==> src/display_pkg.sv <==
// seven-segment display types, decimal digit and countdown types, active-low digit patterns
package display_pkg;

	typedef logic [6:0] seg_t;	// segments g..a, low lights the segment
	typedef logic [3:0] digit_t;	// decimal digit 0..9
	typedef logic [5:0] seconds_t;	// countdown value

	typedef struct packed {
		seg_t score_p0;	// player 0 score
		seg_t score_p1;	// player 1 score
		seg_t timer_tens;
		seg_t timer_units;
	} seg_digits_t;

	localparam seg_t SEG_BLANK = 7'b1111111;	// all segments dark

	// patterns for 0..9
	localparam seg_t SEG_DIGIT [10] = '{
		7'b1000000,
		7'b1111001,
		7'b0100100,
		7'b0110000,
		7'b0011001,
		7'b0010010,
		7'b0000010,
		7'b1111000,
		7'b0000000,
		7'b0011000
	};

endpackage

==> src/game_pkg.sv <==
// memory game rules: board size, card and score types, fixed pair table, turn result
package game_pkg;

	localparam int NUM_CARDS = 18;	// cards dealt face down
	localparam int NUM_PAIRS = 9;	// pairs to clear before game over

	typedef logic [4:0] card_idx_t;	// card number 0..17
	typedef logic [NUM_CARDS-1:0] card_mask_t;	// one bit per card, set once removed
	typedef logic player_t;	// player 0 or 1
	typedef logic [3:0] score_t;	// one decimal digit per player

	// partner of each card, indexed by card number
	localparam card_idx_t pair_partner [NUM_CARDS] = '{
		5'd16,	// 0
		5'd6,	// 1
		5'd13,	// 2
		5'd14,	// 3
		5'd15,	// 4
		5'd8,	// 5
		5'd1,	// 6
		5'd9,	// 7
		5'd5,	// 8
		5'd7,	// 9
		5'd17,	// 10
		5'd12,	// 11
		5'd11,	// 12
		5'd2,	// 13
		5'd3,	// 14
		5'd4,	// 15
		5'd0,	// 16
		5'd10	// 17
	};

	typedef struct packed {
		card_idx_t card;	// card the player turns over
	} card_pick_t;

	typedef struct packed {
		player_t player;	// who played the turn
		card_idx_t card_a;	// first card, zero if none
		card_idx_t card_b;	// second card, zero if none
		logic matched;	// pair found, cards leave the board
		logic timed_out;	// turn ended by the countdown
	} turn_result_t;

endpackage
==> src/memory_game.sv <==
// memory game top: board, turn FSM, scores, countdown and seven-segment display
`timescale 1ns/1ps

module memory_game #(
	parameter int TICKS_PER_SECOND = 50_000_000,
	parameter int TURN_SECONDS = 15
) (
	input logic clock,
	input logic reset_n,
	input game_pkg::card_pick_t pick,
	input logic pick_valid,
	output logic pick_ready,
	output game_pkg::turn_result_t result,
	output logic result_valid,
	input logic result_ready,
	output game_pkg::player_t player,
	output logic game_over,
	output display_pkg::seg_digits_t digits
);
	import game_pkg::*;
	import display_pkg::*;

	card_idx_t candidate;	// card offered for the free check
	card_idx_t card_a;	// held pair for the match check
	card_idx_t card_b;
	logic card_free;
	logic pair_match;
	logic commit_match;	// matched result taken
	logic result_fire;	// any result taken
	logic time_up;
	logic turn_open;
	seconds_t seconds;
	score_t score_p0;
	score_t score_p1;

	assign result_fire = result_valid && result_ready;	// turn commits here

	board_state i_board (
		.clock, .reset_n, .candidate, .card_a, .card_b,
		.commit_match, .card_free, .pair_match, .game_over
	);

	turn_control i_turn (
		.clock, .reset_n, .pick, .pick_valid, .pick_ready,
		.result, .result_valid, .result_ready,
		.candidate, .card_a, .card_b, .commit_match,
		.card_free, .pair_match, .game_over, .player,
		.time_up, .turn_open
	);

	score_keeper i_score (
		.clock, .reset_n, .result, .result_fire,
		.player, .score_p0, .score_p1
	);

	turn_timer #(
		.TICKS_PER_SECOND(TICKS_PER_SECOND),
		.TURN_SECONDS(TURN_SECONDS)
	) i_timer (
		.clock, .reset_n, .turn_open,
		.reload(result_fire),	// every committed turn restarts the clock
		.seconds, .time_up
	);

	score_display #(
		.TURN_SECONDS(TURN_SECONDS)
	) i_display (
		.score_p0, .score_p1, .seconds, .digits
	);

endmodule

==> src/score_display.sv <==
// display encoder: splits the countdown into decimal digits and drives four active-low digits
`timescale 1ns/1ps

module score_display #(
	parameter int TURN_SECONDS = 15
) (
	input game_pkg::score_t score_p0,
	input game_pkg::score_t score_p1,
	input display_pkg::seconds_t seconds,
	output display_pkg::seg_digits_t digits
);
	import display_pkg::*;

	localparam bit SHOW_TENS = (TURN_SECONDS >= 10);	// short turns never need a tens digit

	digit_t tens;
	digit_t units;

	// pattern for one decimal digit, dark above 9
	function automatic seg_t encode(input digit_t value);
		seg_t pattern;
		pattern = SEG_BLANK;
		if (value < 4'd10)
			pattern = SEG_DIGIT[value];
		return pattern;
	endfunction

	// decimal split of the countdown
	always_comb
	begin
		tens = digit_t'(seconds / 6'd10);
		units = digit_t'(seconds % 6'd10);
	end

	always_comb
	begin
		digits.score_p0 = encode(score_p0);
		digits.score_p1 = encode(score_p1);
		digits.timer_tens = SHOW_TENS ? encode(tens) : SEG_BLANK;	// blank leading digit
		digits.timer_units = encode(units);
	end

endmodule

==> src/turn_timer.sv <==
// turn timer: seconds prescaler and per-turn countdown with a one-cycle expiry pulse
`timescale 1ns/1ps

module turn_timer #(
	parameter int TICKS_PER_SECOND = 50_000_000,
	parameter int TURN_SECONDS = 15
) (
	input logic clock,
	input logic reset_n,
	input logic turn_open,
	input logic reload,
	output display_pkg::seconds_t seconds,
	output logic time_up
);
	import display_pkg::*;

	localparam int PRE_W = (TICKS_PER_SECOND > 1) ? $clog2(TICKS_PER_SECOND) : 1;
	localparam logic [PRE_W-1:0] PRE_LAST = PRE_W'(TICKS_PER_SECOND - 1);	// last cycle of a second
	localparam seconds_t START = seconds_t'(TURN_SECONDS);	// value after reload

	logic [PRE_W-1:0] prescale;	// cycles into the current second
	logic tick;	// one-second strobe

	assign tick = turn_open && (prescale == PRE_LAST);

	// prescaler runs only during an open turn, restarts with each turn
	always_ff @(posedge clock)
	begin
		if (!reset_n)
			prescale <= '0;
		else if (reload)
			prescale <= '0;
		else if (turn_open)
			prescale <= tick ? '0 : prescale + 1'b1;
	end

	always_ff @(posedge clock)
	begin
		if (!reset_n)
		begin
			seconds <= START;
			time_up <= 1'b0;
		end
		else if (reload)
		begin
			seconds <= START;	// fresh turn
			time_up <= 1'b0;
		end
		else
		begin
			time_up <= tick && (seconds == seconds_t'(1));	// last second runs out
			if (tick && (seconds != '0))
				seconds <= seconds - 1'b1;	// holds at zero
		end
	end

	// countdown never climbs above the turn length
	assert property (@(posedge clock) disable iff (!reset_n) seconds <= START)
	else
		$error("countdown above turn length");

endmodule

==> src/score_keeper.sv <==
// score keeper: current player and the two per-player score digits, updated on each committed turn
`timescale 1ns/1ps

module score_keeper (
	input logic clock,
	input logic reset_n,
	input game_pkg::turn_result_t result,
	input logic result_fire,
	output game_pkg::player_t player,
	output game_pkg::score_t score_p0,
	output game_pkg::score_t score_p1
);

	always_ff @(posedge clock)
	begin
		if (!reset_n)
		begin
			player <= 1'b0;	// player 0 opens
			score_p0 <= '0;
			score_p1 <= '0;
		end
		else if (result_fire)
		begin
			if (result.matched)
			begin
				// scorer keeps the turn
				if (result.player == 1'b0)
					score_p0 <= score_p0 + 1'b1;
				else
					score_p1 <= score_p1 + 1'b1;
			end
			else
			begin
				player <= ~result.player;	// miss or timeout passes the turn
			end
		end
	end

endmodule

==> src/turn_control.sv <==
// turn FSM: takes card picks, holds the chosen cards and issues the registered turn result
`timescale 1ns/1ps

module turn_control (
	input logic clock,
	input logic reset_n,
	input game_pkg::card_pick_t pick,
	input logic pick_valid,
	output logic pick_ready,
	output game_pkg::turn_result_t result,
	output logic result_valid,
	input logic result_ready,
	output game_pkg::card_idx_t candidate,
	output game_pkg::card_idx_t card_a,
	output game_pkg::card_idx_t card_b,
	output logic commit_match,
	input logic card_free,
	input logic pair_match,
	input logic game_over,
	input game_pkg::player_t player,
	input logic time_up,
	output logic turn_open
);
	import game_pkg::*;

	typedef enum logic [1:0] {
		choose_first,	// waiting for first card
		choose_second,	// first card held, waiting for second
		report_turn,	// result offered downstream
		game_done	// board empty, no more picks
	} state_t;

	state_t state;
	card_idx_t first_q;	// first card of the turn
	turn_result_t result_q;	// payload, held under back-pressure
	logic choosing;
	logic pick_fire;	// pick handshake
	logic pick_legal;	// card still free and not the first card again
	logic result_fire;	// result handshake

	assign choosing = (state == choose_first) || (state == choose_second);
	assign pick_ready = choosing && !game_over && !time_up;	// timeout wins over a pick
	assign pick_fire = pick_valid && pick_ready;
	assign candidate = pick.card;	// board checks the offered card
	assign pick_legal = card_free && !((state == choose_second) && (pick.card == first_q));

	assign result = result_q;
	assign result_valid = (state == report_turn);
	assign result_fire = result_valid && result_ready;
	assign commit_match = result_fire && result_q.matched;	// board drops the pair
	assign turn_open = choosing && !game_over;	// timer runs only here

	// pair check sees the incoming card while choosing the second
	assign card_a = first_q;
	assign card_b = (state == choose_second) ? pick.card : result_q.card_b;

	always_ff @(posedge clock)
	begin
		if (!reset_n)
			state <= choose_first;
		else
		begin
			case (state)
				choose_first, choose_second:
					if (game_over)
						state <= game_done;
					else if (time_up)
						state <= report_turn;	// timeout result next cycle
					else if (pick_fire && pick_legal)
						state <= (state == choose_first) ? choose_second : report_turn;
				report_turn:
					if (result_ready)
						state <= choose_first;	// next turn, same or other player
				default:
					state <= game_done;	// stays here until reset
			endcase
		end
	end

	// chosen cards and result payload
	always_ff @(posedge clock)
	begin
		if (choosing && time_up)
		begin
			result_q.player <= player;
			result_q.card_a <= (state == choose_second) ? first_q : '0;
			result_q.card_b <= '0;	// second card never chosen
			result_q.matched <= 1'b0;
			result_q.timed_out <= 1'b1;
		end
		else if (pick_fire && pick_legal)
		begin
			if (state == choose_first)
				first_q <= pick.card;
			else
			begin
				result_q.player <= player;
				result_q.card_a <= first_q;
				result_q.card_b <= pick.card;
				result_q.matched <= pair_match;	// board answer for the held pair
				result_q.timed_out <= 1'b0;
			end
		end
	end

	// stalled result keeps its payload until taken
	assert property (@(posedge clock) disable iff (!reset_n)
		(result_valid && !result_ready) |=> (result_valid && $stable(result)))
	else
		$error("result changed under back-pressure");

endmodule

==> src/board_state.sv <==
// board state: removed-card mask, free-card and pair checks, cleared-pair count and game over
`timescale 1ns/1ps

module board_state (
	input logic clock,
	input logic reset_n,
	input game_pkg::card_idx_t candidate,
	input game_pkg::card_idx_t card_a,
	input game_pkg::card_idx_t card_b,
	input logic commit_match,
	output logic card_free,
	output logic pair_match,
	output logic game_over
);
	import game_pkg::*;

	card_mask_t removed;	// cards already taken off the board
	logic [3:0] pairs_done;	// pairs cleared so far
	card_mask_t cand_bit;	// one-hot of the candidate
	card_mask_t pair_bits;	// one-hot of both held cards
	logic cand_on_board;	// candidate index inside the board
	logic a_on_board;

	assign cand_bit = card_mask_t'(1) << candidate;
	assign pair_bits = (card_mask_t'(1) << card_a) | (card_mask_t'(1) << card_b);
	assign cand_on_board = candidate < card_idx_t'(NUM_CARDS);
	assign a_on_board = card_a < card_idx_t'(NUM_CARDS);

	// out-of-range index counts as not free
	assign card_free = cand_on_board && ((removed & cand_bit) == '0);

	// table lookup from the first card
	always_comb
	begin
		pair_match = 1'b0;
		if (a_on_board)
			pair_match = (pair_partner[card_a] == card_b);
	end

	assign game_over = (pairs_done == 4'(NUM_PAIRS));	// every pair gone

	always_ff @(posedge clock)
	begin
		if (!reset_n)
		begin
			removed <= '0;	// full board
			pairs_done <= '0;
		end
		else if (commit_match)
		begin
			removed <= removed | pair_bits;	// both cards leave
			pairs_done <= pairs_done + 1'b1;
		end
	end

	// a committed match only ever takes cards still on the board
	assert property (@(posedge clock) disable iff (!reset_n)
		commit_match |-> ((removed & pair_bits) == '0))
	else
		$error("commit of a card already removed");

endmodule

==> config.mk <==
export PLATFORM = sky130hd
export DESIGN_NAME = memory_game
export DESIGN_NICKNAME = d
export VERILOG_FILES = /design/src/display_pkg.sv /design/src/game_pkg.sv /design/src/memory_game.sv /design/src/score_display.sv /design/src/turn_timer.sv /design/src/score_keeper.sv /design/src/turn_control.sv /design/src/board_state.sv
export SDC_FILE = /design/constraint.sdc
export NUM_CORES = 1
export LEC_CHECK = 0
export ABC_AREA = 0
export ABC_CLOCK_PERIOD_IN_PS = 4100
export BUFFER_PORTS_ARGS = -buffer_cell sky130_fd_sc_hd__buf_4
export CAP_MARGIN = 0
export CORE_ASPECT_RATIO = 1.1
export CORE_MARGIN = 1.5
export CORE_UTILIZATION = 50
export CTS_CLUSTER_DIAMETER = 80
export DETAILED_ROUTE_END_ITERATION = 10
export PLACE_DENSITY_LB_ADDON = 0.12
export SLEW_MARGIN = 20
export SYNTH_ARGS = -nofsm -noshare
export SYNTH_HDL_FRONTEND = slang
export SYNTH_HIERARCHICAL = 1
export SYNTH_SLANG_ARGS = --single-unit
==> constraint.sdc <==
create_clock -name clock -period 4.1 [get_ports clock]
set_input_delay 1.025 -clock clock [delete_from_list [all_inputs] [get_ports clock]]
set_output_delay 1.025 -clock clock [all_outputs]
set_load 0.03 [all_outputs]
## Word-level counts from Yosys, hierarchy flattened

Memory sizes are Yosys's and may differ from the RTL's.
Index checks and enable logic that the tools add are counted.

| cells by class | value |
|---|---|
| add/subtract/negate cells | 5 |
| multiply operators | 0 |
| divide/modulo/power cells | 2 |
| $lt $le $gt $ge | 11 |
| eq/ne operators | 10 |
| shifts and indexed selects | 3 |
| multiplexer cells | 27 |
| bitwise logic cells | 13 |
| reduce and logical (&&, ||, !) cells | 30 |

Operators by type and width:

| cell | count |
|---|---|
| 7-bit 2-to-1 mux | 12 |
| 1-bit by 5-bit left shift with 18-bit output (first input constant) | 3 |
| 13-bit 2-to-1 mux | 3 |
| 18-bit bitwise OR | 2 |
| 26-bit by 1-bit adder with 26-bit output (second input constant) | 1 |
| 26-bit equality test (second input constant) | 1 |
| 26-bit 2-to-1 mux | 1 |
| 5-bit >= comparator (second input constant) | 4 |
| 5-bit 2-to-1 mux | 4 |
| 4-bit NOT with 5-bit output | 4 |
| 18-bit AND | 1 |
| 18-bit logical NOT | 1 |
| 4-bit less-than comparator (second input constant) | 4 |
| 1-bit logical AND | 13 |
| 4-bit by 1-bit adder with 4-bit output (second input constant) | 3 |
| 5-bit equality test | 2 |
| 5-bit less-than comparator (second input constant) | 2 |
| 2-bit 2-to-1 mux | 5 |
| 3-bit AND reduction | 3 |
| 2-bit AND reduction | 4 |
| 6-bit by 4-bit divider with 6-bit output (second input constant) | 1 |
| 6-bit by 1-bit equality test with 1-bit output (second input constant) | 1 |
| 6-bit >= comparator (second input constant) | 1 |
| 6-bit by 4-bit remainder unit with 6-bit output (second input constant) | 1 |
| 16 further kinds | 24 |

| storage, ports and cells | value |
|---|---|
| flip-flop bits (word level) | 84 |
| latch bits | 0 |
| bits in writable memories | 0 |
| memory bits (read-only) | 608 |
| input bits | 9 |
| output and inout port bits | 45 |
| memories kept | 5 |

Memories:

| name | depth | width | read ports | clocked after Yosys merged registers in | wr ports | RTL line | text |
|---|---|---|---|---|---|---|---|
| (no name shown) | 32 | 5 | 1 | 0 | 0 | board_state.sv:37 | `pair_match = (pair_partner[card_a] == card_b);` |
| (no name shown) | 16 | 7 | 1 | 0 | 0 | score_display.sv:24 | `pattern = SEG_DIGIT[value];` |
| (no name shown) | 16 | 7 | 1 | 0 | 0 | score_display.sv:24 |  |
| (no name shown) | 16 | 7 | 1 | 0 | 0 | score_display.sv:24 |  |
| (no name shown) | 16 | 7 | 1 | 0 | 0 | score_display.sv:24 |  |

## Logic depth before layout (Yosys ltp)

| depth | value |
|---|---|
| depth in word-level cells | 10 |
| depth in mapped cells | 14 |
| depth with buffers taken out | 12 |

## Modules after synthesis

The synthesis kept the hierarchy.

Modules (own cells, without submodules):

| module | instances | cells each | area each (sq um) | sequential area each (sq um) |
|---|---|---|---|---|
| turn_timer | 1 | 202 | 1,776.7 | 660.6 |
| board_state | 1 | 176 | 1,468.9 | 440.4 |
| score_display | 1 | 156 | 1,043.5 | 0.0 |
| turn_control | 1 | 96 | 979.7 | 510.5 |
| score_keeper | 1 | 38 | 394.1 | 180.2 |
| memory_game | 1 | 1 | 6.3 | 0.0 |

## Worst setup path after synthesis

Ideal clock, no wire load.

| path | value |
|---|---|
| path type | register -> output |
| from | register i_timer.seconds[4] |
| to | output digits[5] in the netlist's numbering |
| data arrival time | 2.937 ns |
| data required time | 3.075 ns |
| path slack | 0.138 ns |
| stages on the path, launching flop included | 12 |
| path buffers | 1 |
| path through | dfxtp_1 buf_4 inv_1 ha_1 nand2_2 o22a_1 a22oi_2 inv_1 ha_1 o31ai_4 inv_2 o31ai_1 |

RTL lines:

| what | RTL line | text |
|---|---|---|
| from (decl) | turn_timer.sv:12 | `output display_pkg::seconds_t seconds,` |
| from (signal assigned) | turn_timer.sv:53 | `seconds <= seconds - 1'b1;` |
| to (decl) | memory_game.sv:18 | `output display_pkg::seg_digits_t digits` |

==> metrics.txt <==
CTS Buffer Depth 2; area delta synth->final 15.7%; leakage 2.61 nW; Pins Over Slew Limit 0; CTS tree done; internal power between 1.5 and 2 mW; final WL 12.6 mm; first-pass GRT wire length 21.2 mm; post-synthesis register bit count 84; vias per cell approximately 5.8; Die W 105 um; Crit-path slowest cell a221o_2; DRC violations left 0; Mapped Area 0.00567 mm^2; post-DP HPWL ~9 mm; die area roughly 0.012 mm^2; Final nets 750; startpoint types flop; Initial Utilization roughly half; H-tree lvl count 3; Avg WL per Cell roughly 15 um; Final Skew 0.00522 ns; Ys Warns 6; antenna violations before repair 0; commonest non-fill, non-tap cell in the layout dfxtp_1; Post-synth top flop dfxtp_1; worst slew pin tran ~0.78 ns; port buffer count 53; drt pass-1 iters 4; IO Pins 54; most frequent cells in the layout dfxtp_1 (72), buf_4 (63), nand2_1 (59), a21oi_1 (52), nor2_1 (37); Seq/Total Area, Yosys 31.6%; via count ~5,000; number of global-route vias before repair 4,690; Post-Syn Nets ~710; final setup TNS 0 ns; Comb pwr share 16.2%; CTS buffer count 9; Clk pwr share between 40% and 50%; worst-path cell chain buf_6, and2_1, nor2_1, a221o_2, a21oi_1, a21oi_2, inv_1, ha_1, nor3_1, a211oi_1, a21oi_1, buf_4; Post-Syn Instances around 670; fillers 986; Clock Sinks 84; Final Cell Area roughly 0.0066 mm^2; count of cell types in the netlist 85; hold buffer count at cts 0; CP Max Fanout 15; Switch Pwr 0.569 mW; core area 0.0110 mm^2; most numerous cell on the critical path a21oi_1; CP arrival a little under 3 ns; RD Place Congestion approximately 0.84; largest net degree at the start of global routing 36; Die Ht about 110 um; cell area after placement 0.00610 mm^2; FFs w/ async S/R, synth 0%; final hold vios 0; crit path time final 3.97 ns; # setup viols final 0; final core utilization 59.9%; Power Dens Cells between 300 and 400 mW/mm^2; Slew headroom 47.7%; gr usage total around a fifth; initial DRC count 212; period utilization about 97%; Switching Share roughly a quarter; sequential share of power between 40% and 50%; Post-DRT Antenna Nets 0; grt total ovfl 0; outcome finished clean; Final Power between 2 and 2.5 mW; diode count 0; worst min-delay path category flop to flop; Worst-Skew Late Latency ~0.33 ns; Setup CP Type flop to primary output; clk root buf clkbuf_16; Synth Area per Inst ~8.5 um^2; Placement Rows 40; critical path required time 3.07 ns; Max Freq about 250 MHz; CP peak stage delay between 0.4 and 0.5 ns; cell family with most CP delay compound AO/OA/AOI/OAI gates; CP Buf/Inv Count 3; Hold Slack approximately 0.48 ns; clock slew at reported path FFs ~0.060 ns; Max-Cap Viols 0; Post-synth EDFFs 11; maximum VDD drop between 0.00015 and 0.0002 V; share of post-route cells with drive strength above 1 about 18%; crit path capture type primary output
==> final cells by class <==
class	count	area [um^2]	share of cell area [%]
Clock buffer	13	282	4.29
Clock inverter	3	65.1	0.992
Inverter	34	128	1.95
Multi-Input combinational cell	518	3620	55.3
Sequential cell	84	1790	27.3
Tap cell	147	184	2.80
Timing Repair Buffer	64	484	7.38
==> power by group through the flow <==
stage	sequential, mW	combinational [mW]	clock (mW)
6_report	0.909	0.353	0.916
5_1_grt	0.915	0.382	0.978
4_1_cts	0.908	0.351	0.938
3_5_place_dp	0.927	0.350	0
3_3_place_gp	0.925	0.343	0
2_1_floorplan	0.961	0.210	0
==> cell usage after synthesis (all sizes together) (3+ instances only) <==
cell | number | area (um^2)
a31oi | 10 | 62.6
xor2 | 12 | 105
or2 | 4 | 25.0
nor3b | 4 | 30.0
xnor2 | 16 | 140
a22oi | 3 | 27.5
nor4 | 9 | 71.3
o22a | 3 | 26.3
mux2i | 15 | 150
and3 | 5 | 31.3
inv | 34 | 128
mux4 | 3 | 75.1
o21ai | 32 | 179
a21boi | 5 | 41.3
ha | 30 | 375
clkbuf | 9 | 33.8
nand3 | 17 | 90.1
nor3 | 11 | 71.3
nor2 | 37 | 139
a21oi | 57 | 300
nand4 | 13 | 96.3
o31ai | 13 | 111
dfxtp | 73 | 1460
nor2b | 31 | 194
or4 | 8 | 67.6
edfxtp | 11 | 330
and4 | 9 | 82.6
nand2 | 60 | 228
nand2b | 17 | 114
buf | 24 | 159
o22ai | 20 | 125
a221oi | 3 | 32.5
a21o | 3 | 23.8
or3 | 11 | 68.8
and2 | 18 | 118
==> flip-flops by register name, indices dropped and copies added (netlist names), named ones only <==
signal / count
i_board/removed: 18
i_timer/time_up: 1
i_turn/card_a: 5
i_timer/seconds: 6
i_board/pairs_done: 4
i_turn/state: 1
i_score/score_p0: 4
i_timer/prescale: 26
i_score/player: 1
i_score/score_p1: 4
i_turn/result: 13
==> routing by layer <==
metal / global-route usage (%) / share of wire, % / vias up
met2: 37.1 / 49 / 117
met1: 26.3 / 46 / 2371
met5: 0 / 0 / -
met4: 8.15 / 1.1 / 0
li1: - / - / 2514
met3: 3.41 / 4.3 / 11
==> tightest hold or removal path, delay by kind of cell, from the launching register on <==
family           cells  cell delay (ns)
and+or+nand+nor      1             0.06
DFF                  1             0.32
muxes                1             0.05
==> what timing repair did <==
item	CTS	global route
gates resized for setup	3	10
gates cloned	0	0
setup endpoints to repair	2	8
buffers inserted	2	4
pin swaps	1	4
==> metrics by stage <==
step	setup slack, ns	std cells
final	0.134	863
after global routing	-0.0188	863
after CTS	0.0202	859
after detailed placement	0.248	841
after global placement	0.365	841
after floorplan	0.138	669
==> kinds of logic after synthesis <==
logic type               share of synthesized area, %
buffers and inverters                            5.65
flip-flops                                       31.6
multiplexers                                     4.17
AND/OR/NAND/NOR                                  27.5
AO/OA/AOI/OAI                                    20.1
adder cells (fa/ha/maj)                          6.62
XOR/XNOR                                         4.33
==> path summary, 6_finish.rpt <==
| path | startpoint | end | slack [ns] | depth (start not counted) |
|---|---|---|---|---|
| max | i_timer/seconds[3] | digits[3] | 0.13 | 12 |
| min | i_turn/result[6] | i_turn/result[6] | 0.48 | 2 |
| max reg2reg | i_board/pairs_done[1] | i_timer/seconds[4] | 1.31 | 8 |
| min reg2reg | i_turn/result[6] | i_turn/result[6] | 0.48 | 2 |
Note: power is estimated with default switching activity, not from simulation.
